[config.mk]
export PLATFORM = sky130hd
export DESIGN_NAME = i2s_rx_top
export DESIGN_NICKNAME = d
export VERILOG_FILES = /design/src/i2s_rx_pkg.sv /design/src/i2s_pin_sync.sv /design/src/i2s_frame_deserializer.sv /design/src/pcm_frame_fifo.sv /design/src/pcm_word_aligner.sv /design/src/i2s_rx_regs.sv /design/src/i2s_rx_top.sv
export VERILOG_INCLUDE_DIRS = /design/src
export SDC_FILE = /design/constraint.sdc
export NUM_CORES = 1
export LEC_CHECK = 0
export BUFFER_PORTS_ARGS = -buffer_cell sky130_fd_sc_hd__buf_2
export CAP_MARGIN = 10
export CORE_UTILIZATION = 56
export CTS_CLUSTER_SIZE = 8
export DETAILED_ROUTE_END_ITERATION = 8
export PLACE_DENSITY_LB_ADDON = 0.15
export RECOVER_POWER = 100
export SKIP_CTS_REPAIR_TIMING = 1
export SLEW_MARGIN = 20
export SYNTH_ARGS = -nofsm -noshare
export SYNTH_HDL_FRONTEND = slang
export SYNTH_HIERARCHICAL = 1
export SYNTH_SLANG_ARGS = --single-unit
[constraint.sdc]
create_clock -name clk -period 3.76 [get_ports clk]
set_clock_uncertainty 0.2 [all_clocks]
set_input_delay 0.564 -clock clk [delete_from_list [all_inputs] [get_ports clk]]
set_output_delay 0.564 -clock clk [all_outputs]
set_load 0.02 [all_outputs]
[src/i2s_rx_cfg.svh]
`ifndef I2S_RX_CFG_SVH
`define I2S_RX_CFG_SVH

// Width of one PCM channel sample
`define PCM_WIDTH 24

// Per-word bit counter, saturates at its all-ones value
`define BIT_COUNT_WIDTH 8

// Stereo frames held between deserializer and aligner
`define FIFO_DEPTH 4

// Synchronizer flops ahead of edge detection, at least 2
`define SYNC_STAGES 2

`endif

[src/i2s_rx_pkg.sv]
`include "i2s_rx_cfg.svh"

package i2s_rx_pkg;

    // Audio sample and word length
    typedef logic [`PCM_WIDTH-1:0]       pcm_sample_t;
    typedef logic [`BIT_COUNT_WIDTH-1:0] bit_count_t;

    // Register port
    typedef logic [1:0]  reg_addr_t;
    typedef logic [15:0] reg_data_t;

    typedef struct packed {
        logic      write;
        reg_addr_t addr;
        reg_data_t wdata;
    } reg_bus_t;

    // Frame as captured off the wire, words right-aligned
    typedef struct packed {
        pcm_sample_t left;
        bit_count_t  left_bits;
        pcm_sample_t right;
        bit_count_t  right_bits;
    } raw_frame_t;

    // Frame after left-justification
    typedef struct packed {
        pcm_sample_t left;
        pcm_sample_t right;
    } pcm_frame_t;

    // Control register, enable is bit 3
    typedef struct packed {
        logic enable;
        logic swap;
        logic mute_left;
        logic mute_right;
    } rx_ctrl_t;

    typedef enum logic [1:0] {
        IDLE,
        WAIT_LEFT,
        LEFT,
        RIGHT
    } deser_state_t;

endpackage

[src/i2s_pin_sync.sv]
`timescale 1ns/1ps
`include "i2s_rx_cfg.svh"

module i2s_pin_sync (
    input  logic clk,
    input  logic rst_n,
    input  logic bclk,
    input  logic lrclk,
    input  logic i2s_data,
    output logic bit_strobe,
    output logic ws,
    output logic sd
);

    logic [`SYNC_STAGES-1:0] bclk_sync;
    logic [`SYNC_STAGES-1:0] lrclk_sync;
    logic [`SYNC_STAGES-1:0] data_sync;
    logic                    bclk_last;
    logic                    bclk_rise;

    // Same depth on all three pins keeps them aligned in time
    always_ff @(posedge clk or negedge rst_n) begin
        if (!rst_n) begin
            bclk_sync  <= '0;
            lrclk_sync <= '0;
            data_sync  <= '0;
            bclk_last  <= 1'b0;
        end else begin
            bclk_sync  <= {bclk_sync[`SYNC_STAGES-2:0], bclk};
            lrclk_sync <= {lrclk_sync[`SYNC_STAGES-2:0], lrclk};
            data_sync  <= {data_sync[`SYNC_STAGES-2:0], i2s_data};
            bclk_last  <= bclk_sync[`SYNC_STAGES-1];
        end
    end

    assign bclk_rise = bclk_sync[`SYNC_STAGES-1] && !bclk_last;

    // Word select and data captured at the bclk rise
    always_ff @(posedge clk or negedge rst_n) begin
        if (!rst_n) begin
            bit_strobe <= 1'b0;
            ws         <= 1'b0;
            sd         <= 1'b0;
        end else begin
            bit_strobe <= bclk_rise;
            if (bclk_rise) begin
                ws <= lrclk_sync[`SYNC_STAGES-1];
                sd <= data_sync[`SYNC_STAGES-1];
            end
        end
    end

endmodule

[src/i2s_frame_deserializer.sv]
`timescale 1ns/1ps
`include "i2s_rx_cfg.svh"

module i2s_frame_deserializer (
    input  logic                   clk,
    input  logic                   rst_n,
    input  logic                   bit_strobe,
    input  logic                   ws,
    input  logic                   sd,
    input  i2s_rx_pkg::rx_ctrl_t   ctrl,
    output logic                   raw_valid,
    output i2s_rx_pkg::raw_frame_t raw_frame,
    output logic                   word_done,
    output i2s_rx_pkg::bit_count_t word_bits
);

    import i2s_rx_pkg::*;

    localparam bit_count_t KEEP_BITS = bit_count_t'(`PCM_WIDTH);

    deser_state_t state;
    deser_state_t state_next;
    logic         ws_last;
    logic         ws_change;
    logic         word_end;
    logic         word_start;
    bit_count_t   bit_cnt;
    pcm_sample_t  shift_reg;

    ////////////////////////////////////////////////////////////////////////////
    // Word boundaries

    assign ws_change = bit_strobe && (ws != ws_last);
    assign word_end  = ctrl.enable && ws_change && (state == LEFT || state == RIGHT);

    // First bit of a word arrives on the strobe that carries the new ws
    assign word_start = word_end ||
                        (ctrl.enable && ws_change && !ws && state == WAIT_LEFT);

    always_comb begin
        state_next = state;
        if (!ctrl.enable) begin
            state_next = IDLE;
        end else begin
            case (state)
                IDLE:      state_next = WAIT_LEFT;
                WAIT_LEFT: if (ws_change && !ws) state_next = LEFT;
                LEFT:      if (ws_change) state_next = RIGHT;
                RIGHT:     if (ws_change) state_next = LEFT;
                default:   state_next = IDLE;
            endcase
        end
    end

    always_ff @(posedge clk or negedge rst_n) begin
        if (!rst_n) begin
            state     <= IDLE;
            ws_last   <= 1'b0;
            bit_cnt   <= '0;
            raw_valid <= 1'b0;
            word_done <= 1'b0;
        end else begin
            state     <= state_next;
            raw_valid <= word_end && (state == RIGHT);
            word_done <= word_end;
            if (bit_strobe) begin
                ws_last <= ws;
            end
            // Saturates at 255 for very long words
            if (word_start) begin
                bit_cnt <= bit_count_t'(1);
            end else if (bit_strobe && bit_cnt != '1) begin
                bit_cnt <= bit_cnt + 1'b1;
            end
        end
    end

    ////////////////////////////////////////////////////////////////////////////
    // Shift register and frame capture

    always_ff @(posedge clk) begin
        if (word_start) begin
            shift_reg <= pcm_sample_t'(sd);
        end else if (bit_strobe && bit_cnt < KEEP_BITS) begin
            shift_reg <= {shift_reg[`PCM_WIDTH-2:0], sd};
        end
        if (word_end) begin
            word_bits <= bit_cnt;
            if (state == LEFT) begin
                raw_frame.left      <= shift_reg;
                raw_frame.left_bits <= bit_cnt;
            end else begin
                raw_frame.right      <= shift_reg;
                raw_frame.right_bits <= bit_cnt;
            end
        end
    end

endmodule

[src/pcm_frame_fifo.sv]
`timescale 1ns/1ps
`include "i2s_rx_cfg.svh"

module pcm_frame_fifo (
    input  logic                   clk,
    input  logic                   rst_n,
    input  logic                   push,
    input  i2s_rx_pkg::raw_frame_t push_frame,
    input  logic                   pop_ready,
    output logic                   pop_valid,
    output i2s_rx_pkg::raw_frame_t pop_frame,
    output logic                   drop
);

    import i2s_rx_pkg::*;

    localparam int PTR_W = $clog2(`FIFO_DEPTH);
    localparam int CNT_W = $clog2(`FIFO_DEPTH + 1);

    localparam logic [PTR_W-1:0] LAST_SLOT  = PTR_W'(`FIFO_DEPTH - 1);
    localparam logic [CNT_W-1:0] FULL_COUNT = CNT_W'(`FIFO_DEPTH);

    raw_frame_t       mem [`FIFO_DEPTH];
    logic [PTR_W-1:0] wr_ptr;
    logic [PTR_W-1:0] rd_ptr;
    logic [CNT_W-1:0] count;
    logic             full;
    logic             do_push;
    logic             do_pop;

    assign full      = (count == FULL_COUNT);
    assign pop_valid = (count != '0);
    assign pop_frame = mem[rd_ptr];

    // Serial side cannot wait, so a push into a full buffer is lost
    assign do_push = push && !full;
    assign drop    = push && full;
    assign do_pop  = pop_valid && pop_ready;

    always_ff @(posedge clk) begin
        if (do_push) begin
            mem[wr_ptr] <= push_frame;
        end
    end

    always_ff @(posedge clk or negedge rst_n) begin
        if (!rst_n) begin
            wr_ptr <= '0;
            rd_ptr <= '0;
            count  <= '0;
        end else begin
            if (do_push) begin
                wr_ptr <= (wr_ptr == LAST_SLOT) ? '0 : wr_ptr + 1'b1;
            end
            if (do_pop) begin
                rd_ptr <= (rd_ptr == LAST_SLOT) ? '0 : rd_ptr + 1'b1;
            end
            case ({do_push, do_pop})
                2'b10:   count <= count + 1'b1;
                2'b01:   count <= count - 1'b1;
                default: count <= count;
            endcase
        end
    end

endmodule

[src/pcm_word_aligner.sv]
`timescale 1ns/1ps
`include "i2s_rx_cfg.svh"

module pcm_word_aligner (
    input  logic                   clk,
    input  logic                   rst_n,
    input  logic                   in_valid,
    input  i2s_rx_pkg::raw_frame_t in_frame,
    input  i2s_rx_pkg::rx_ctrl_t   ctrl,
    input  logic                   out_ready,
    output logic                   in_ready,
    output logic                   out_valid,
    output i2s_rx_pkg::pcm_frame_t out_data
);

    import i2s_rx_pkg::*;

    localparam bit_count_t FULL_BITS = bit_count_t'(`PCM_WIDTH);

    pcm_sample_t left_al;
    pcm_sample_t right_al;
    pcm_frame_t  next_data;

    // Short words sit in the low bits, move them up to the MSB
    function automatic pcm_sample_t justify(pcm_sample_t sample, bit_count_t bits);
        pcm_sample_t result;
        if (bits >= FULL_BITS) begin
            result = sample;
        end else begin
            result = sample << (FULL_BITS - bits);
        end
        return result;
    endfunction

    always_comb begin
        left_al  = justify(in_frame.left, in_frame.left_bits);
        right_al = justify(in_frame.right, in_frame.right_bits);
        // Swap first, then mute acts on the output channel
        next_data.left  = ctrl.swap ? right_al : left_al;
        next_data.right = ctrl.swap ? left_al : right_al;
        if (ctrl.mute_left) begin
            next_data.left = '0;
        end
        if (ctrl.mute_right) begin
            next_data.right = '0;
        end
    end

    // Output register empty or draining this cycle
    assign in_ready = !out_valid || out_ready;

    always_ff @(posedge clk or negedge rst_n) begin
        if (!rst_n) begin
            out_valid <= 1'b0;
        end else if (in_ready) begin
            out_valid <= in_valid;
        end
    end

    always_ff @(posedge clk) begin
        if (in_valid && in_ready) begin
            out_data <= next_data;
        end
    end

endmodule

[src/i2s_rx_regs.sv]
`timescale 1ns/1ps

module i2s_rx_regs (
    input  logic                   clk,
    input  logic                   rst_n,
    input  i2s_rx_pkg::reg_bus_t   reg_bus,
    input  logic                   word_done,
    input  i2s_rx_pkg::bit_count_t word_bits,
    input  logic                   drop,
    output i2s_rx_pkg::reg_data_t  reg_rdata,
    output i2s_rx_pkg::rx_ctrl_t   ctrl
);

    import i2s_rx_pkg::*;

    localparam reg_addr_t ADDR_CTRL   = 2'd0;
    localparam reg_addr_t ADDR_STATUS = 2'd1;
    localparam reg_addr_t ADDR_DROPS  = 2'd2;

    bit_count_t last_bits;
    reg_data_t  drop_count;
    logic       drop_clear;

    assign drop_clear = reg_bus.write && reg_bus.addr == ADDR_DROPS;

    always_ff @(posedge clk or negedge rst_n) begin
        if (!rst_n) begin
            ctrl       <= '0;
            last_bits  <= '0;
            drop_count <= '0;
        end else begin
            if (reg_bus.write && reg_bus.addr == ADDR_CTRL) begin
                ctrl <= rx_ctrl_t'(reg_bus.wdata[3:0]);
            end
            if (word_done) begin
                last_bits <= word_bits;
            end
            // Clear beats a drop in the same cycle
            if (drop_clear) begin
                drop_count <= '0;
            end else if (drop && drop_count != '1) begin
                drop_count <= drop_count + 1'b1;
            end
        end
    end

    // Read port
    always_comb begin
        case (reg_bus.addr)
            ADDR_CTRL:   reg_rdata = reg_data_t'(ctrl);
            ADDR_STATUS: reg_rdata = reg_data_t'(last_bits);
            ADDR_DROPS:  reg_rdata = drop_count;
            default:     reg_rdata = '0;
        endcase
    end

endmodule

[src/i2s_rx_top.sv]
`timescale 1ns/1ps

module i2s_rx_top (
    input  logic                   clk,
    input  logic                   rst_n,
    input  logic                   bclk,
    input  logic                   lrclk,
    input  logic                   i2s_data,
    input  i2s_rx_pkg::reg_bus_t   reg_bus,
    input  logic                   pcm_ready,
    output i2s_rx_pkg::reg_data_t  reg_rdata,
    output logic                   pcm_valid,
    output i2s_rx_pkg::pcm_frame_t pcm_data
);

    import i2s_rx_pkg::*;

    logic       bit_strobe;
    logic       ws;
    logic       sd;
    rx_ctrl_t   ctrl;
    logic       raw_valid;
    raw_frame_t raw_frame;
    logic       word_done;
    bit_count_t word_bits;
    logic       fifo_valid;
    logic       fifo_ready;
    raw_frame_t fifo_frame;
    logic       drop;

    ////////////////////////////////////////////////////////////////////////////
    // Serial front end

    i2s_pin_sync u_pin_sync (
        .clk        (clk),
        .rst_n      (rst_n),
        .bclk       (bclk),
        .lrclk      (lrclk),
        .i2s_data   (i2s_data),
        .bit_strobe (bit_strobe),
        .ws         (ws),
        .sd         (sd)
    );

    i2s_frame_deserializer u_deser (
        .clk        (clk),
        .rst_n      (rst_n),
        .bit_strobe (bit_strobe),
        .ws         (ws),
        .sd         (sd),
        .ctrl       (ctrl),
        .raw_valid  (raw_valid),
        .raw_frame  (raw_frame),
        .word_done  (word_done),
        .word_bits  (word_bits)
    );

    ////////////////////////////////////////////////////////////////////////////
    // Frame buffer and PCM output

    pcm_frame_fifo u_fifo (
        .clk        (clk),
        .rst_n      (rst_n),
        .push       (raw_valid),
        .push_frame (raw_frame),
        .pop_ready  (fifo_ready),
        .pop_valid  (fifo_valid),
        .pop_frame  (fifo_frame),
        .drop       (drop)
    );

    pcm_word_aligner u_aligner (
        .clk       (clk),
        .rst_n     (rst_n),
        .in_valid  (fifo_valid),
        .in_frame  (fifo_frame),
        .ctrl      (ctrl),
        .out_ready (pcm_ready),
        .in_ready  (fifo_ready),
        .out_valid (pcm_valid),
        .out_data  (pcm_data)
    );

    i2s_rx_regs u_regs (
        .clk       (clk),
        .rst_n     (rst_n),
        .reg_bus   (reg_bus),
        .word_done (word_done),
        .word_bits (word_bits),
        .drop      (drop),
        .reg_rdata (reg_rdata),
        .ctrl      (ctrl)
    );

endmodule

==> metrics.yaml <==
status: "finished with violations"
violations: "max-capacitance violations, max-slew violations"
crit_path_max_fanout: 6
synth_nets: 1381
synth_flop_cell: "edfxtp_1"
finalInstanceArea_sq_um: 24560
coreArea_sq_um: 35910
diodes: 0
criticalPathCategory: "flop to flop"
drive_gt1_share_pct: 26.96
regMostFlops: "u_fifo/mem"
tightest_slew_ns: 2.312
grt_pass1_vias: 12990
drt-met1-wl_mm: 21.34
gp_congestion: 0.9570
synth_compound_area_share_pct: 8.622
maxSlewViolCount: 292
layout-area-overhead-vs-synth_pct: 19.29
htree_levels: 3
synth_mux_area_share_pct: 15.19
hold_viol_final: 0
drc_errors: 0
cts_num_sinks: 459
antenna_left: 0
root_buffer: "clkbuf_16"
topRoutingLayerUsed: "met4"
synth_edf_count: 377
die_area_sq_um: 37540
worst_setup_path_end_kind: "flop"
die_h_um: 193.8
syn_area_sq_um: 20590
routed_via_density: 6.289
cts_made_buffers: 68
grt_antenna_before_repair: 1
setup_viol: 0
ir_worst_vdd_v: 0.0004753
max_cap_viol_count: 7
grt-ovfl-total: 0
tritoncts: "built"
placed_cells: 1951
grt_usage_pct: 27.63
synth_cell_types: 93
clk-insertion-delay-late_ns: 0.57
post_synth_inst_count: 1345
reg_top3: "u_fifo/mem: 256 flops, u_deser/raw_frame: 64 flops, u_aligner/out_data: 48 flops"
dp_hpwl_mm: 34.13
rows: 69
stdcell_count: 2078
syn_area_per_cell_sq_um: 15.31
grt_max_degree: 65
yosysWarnings: 6
clock.fmax_ghz: 0.2688
wl_met3_mm: 2.952
port-buffer-count: 77
rsz0062_at_grt: "yes"
whs_ns: 0.02561
cp-start-kind: "flop"
initialDrtViolationCount: 1190
finalWirelength_mm: 51.24
wl_per_cell_um: 24.66
fillers: 2471
synth_top_family_by_area: "multiplexers"
post_synth_fa_ha_maj_area_fraction_pct: 0.7048
wl_met2_mm: 24.87
fin_crit_ns: 3.720
grt_first_pass_wirelength_mm: 77.80
synth_xor_area_share_pct: 0.9418
yosysSeqAreaShare_pct: 64.38
synthSimpleGateAreaFrac_pct: 7.680
ys_ff_latch: 459
cts_buffer_depth: 3
utilization_pct: 68.40
firstDrtPassIters: 5
hold_class: "primary input to flop"
largest_reg_flops: 256
powerDensity_nw_per_um2: 896.4
vias: 13070
relSlewSlack_pct: -54.14
fin_nets: 1608
die_width_um: 193.8
critPathArrivalTime_ns: 3.82
dpl_cell_area_sq_um: 22350
fin_crit_sh_pct: 98.94
num_io_pins: 90
p_leak_nw: 8.645
path_clk_slew_ns: 0.05
initial_core_util_pct: 57.34
required_ns: 3.86
synthArstFlopShare_pct: 12.85
[through the flow]
step	setup TNS (ns)	setup WS (ns)	power, mW
after floorplan	0	0.004446	12.19
after global placement	-1.124	-0.1514	15.69
after detailed placement	-1.558	-0.1546	15.72
after CTS	-1.795	-0.1557	21.55
after global routing	-0.4806	-0.1000	22.97
final	0	0.03998	22.02
[placed cells by master, fill, tap and decap left out, drive strengths merged, types with 8 or more instances in the layout]
cell,n
a211oi,26
a21oi,56
a221oi,20
a22o,9
a31oi,15
and2,20
buf,163
clkbuf,174
dfrtp,59
dfxtp,23
edfxtp,377
ha,10
inv,23
mux2,28
mux2i,62
mux4,97
nand2,113
nand2b,9
nand3,32
nand4,8
nor2,70
nor3,27
o21ai,40
o32ai,12
or2,8
xnor2,10
xor2,10
[path summary, 6_finish.rpt]
kind | startpoint | to | slack [ns] | cells after the start
setup / recovery | u_fifo/rd_ptr[0]$_DFFE_PN0P_ | u_aligner/out_data[23]$_SDFFCE_PP0P_ | 0.04 | 11
hold / removal | reg_bus[1] | u_regs/ctrl[1]$_DFFE_PN0P_ | 0.03 | 2
setup reg to reg | u_fifo/rd_ptr[0]$_DFFE_PN0P_ | u_aligner/out_data[23]$_SDFFCE_PP0P_ | 0.04 | 11
hold reg to reg | u_pin_sync/bclk_sync[0]$_DFF_PN0_ | u_pin_sync/bclk_sync[1]$_DFF_PN0_ | 0.15 | 0
max in group asynchronous | rst_n | u_pin_sync/bclk_sync[0]$_DFF_PN0_ | 1.88 | 3
min in group asynchronous | rst_n | u_regs/last_bits[6]$_DFFE_PN0P_ | 0.35 | 2
[cell type report]
cell class	instances	area, sq um	share of cell area, %
multi-input combinational	787	7002	28.50
timing repair buffer	235	1577	6.418
clock buffer	106	1866	7.594
clock inverter	9	197.7	0.8048
tap	461	576.8	2.348
inverter	21	83.83	0.3413
sequential	459	13260	53.99
[where the power goes]
part	switching, mW	internal (mW)
logic	5.32	4.47
registers	0.429	6.03
clock network	2.15	3.62
[synth_stat cells, types with 7 or more instances]
cell	instances	share of area, %
edfxtp_1	377	55
nand2_1	112	2.0
mux4_2	97	11
nor2_1	70	1.3
mux2i_1	62	3.0
dfrtp_1	59	7.2
a21oi_1	55	1.3
o21ai_0	35	0.85
clkbuf_1	34	0.62
nand3_1	31	0.75
mux2_2	26	1.4
a211oi_1	25	0.91
nor3_1	25	0.61
dfxtp_1	23	2.2
buf_2	21	0.51
a221oi_1	20	0.85
and2_1	19	0.58
inv_1	19	0.35
a31oi_1	15	0.46
o32ai_1	12	0.51
ha_1	10	0.61
xor2_1	10	0.43
a22o_1	9	0.38
buf_4	9	0.33
buf_6	9	0.49
nand2b_1	9	0.27
xnor2_1	9	0.38
a22oi_1	7	0.26
or2_2	7	0.21
[routing by layer]
layer	up-vias	global-route usage, %
met5	-	0
met4	0	13.72
met3	108	3.931
met2	508	44.44
met1	6624	37.32
li1	5828	-
[logic make-up (layout without fill, tap and decap cells)]
kind of cell,Yosys count,in the layout
DFF,459,459
and+or+nand+nor,321,321
AOI/OAI and AO/OA,248,248
muxes,187,187
buffers and inverters,99,371
xor gates and xnor gates,20,20
adders and majority gates,11,11
[worst max-delay path, cell delays in order, from the launching register on]
cell and delay (ns):
dfrtp_4 0.53, buf_12 0.15, mux4_2 0.38, inv_2 0.06, ha_4 0.17, xnor2_4 0.30, buf_12 0.17, buf_6 0.09
mux4_2 0.47, mux4_2 0.53, a211oi_4 0.28, o32ai_1 0.13
Note: power is estimated with default switching activity, not from simulation.
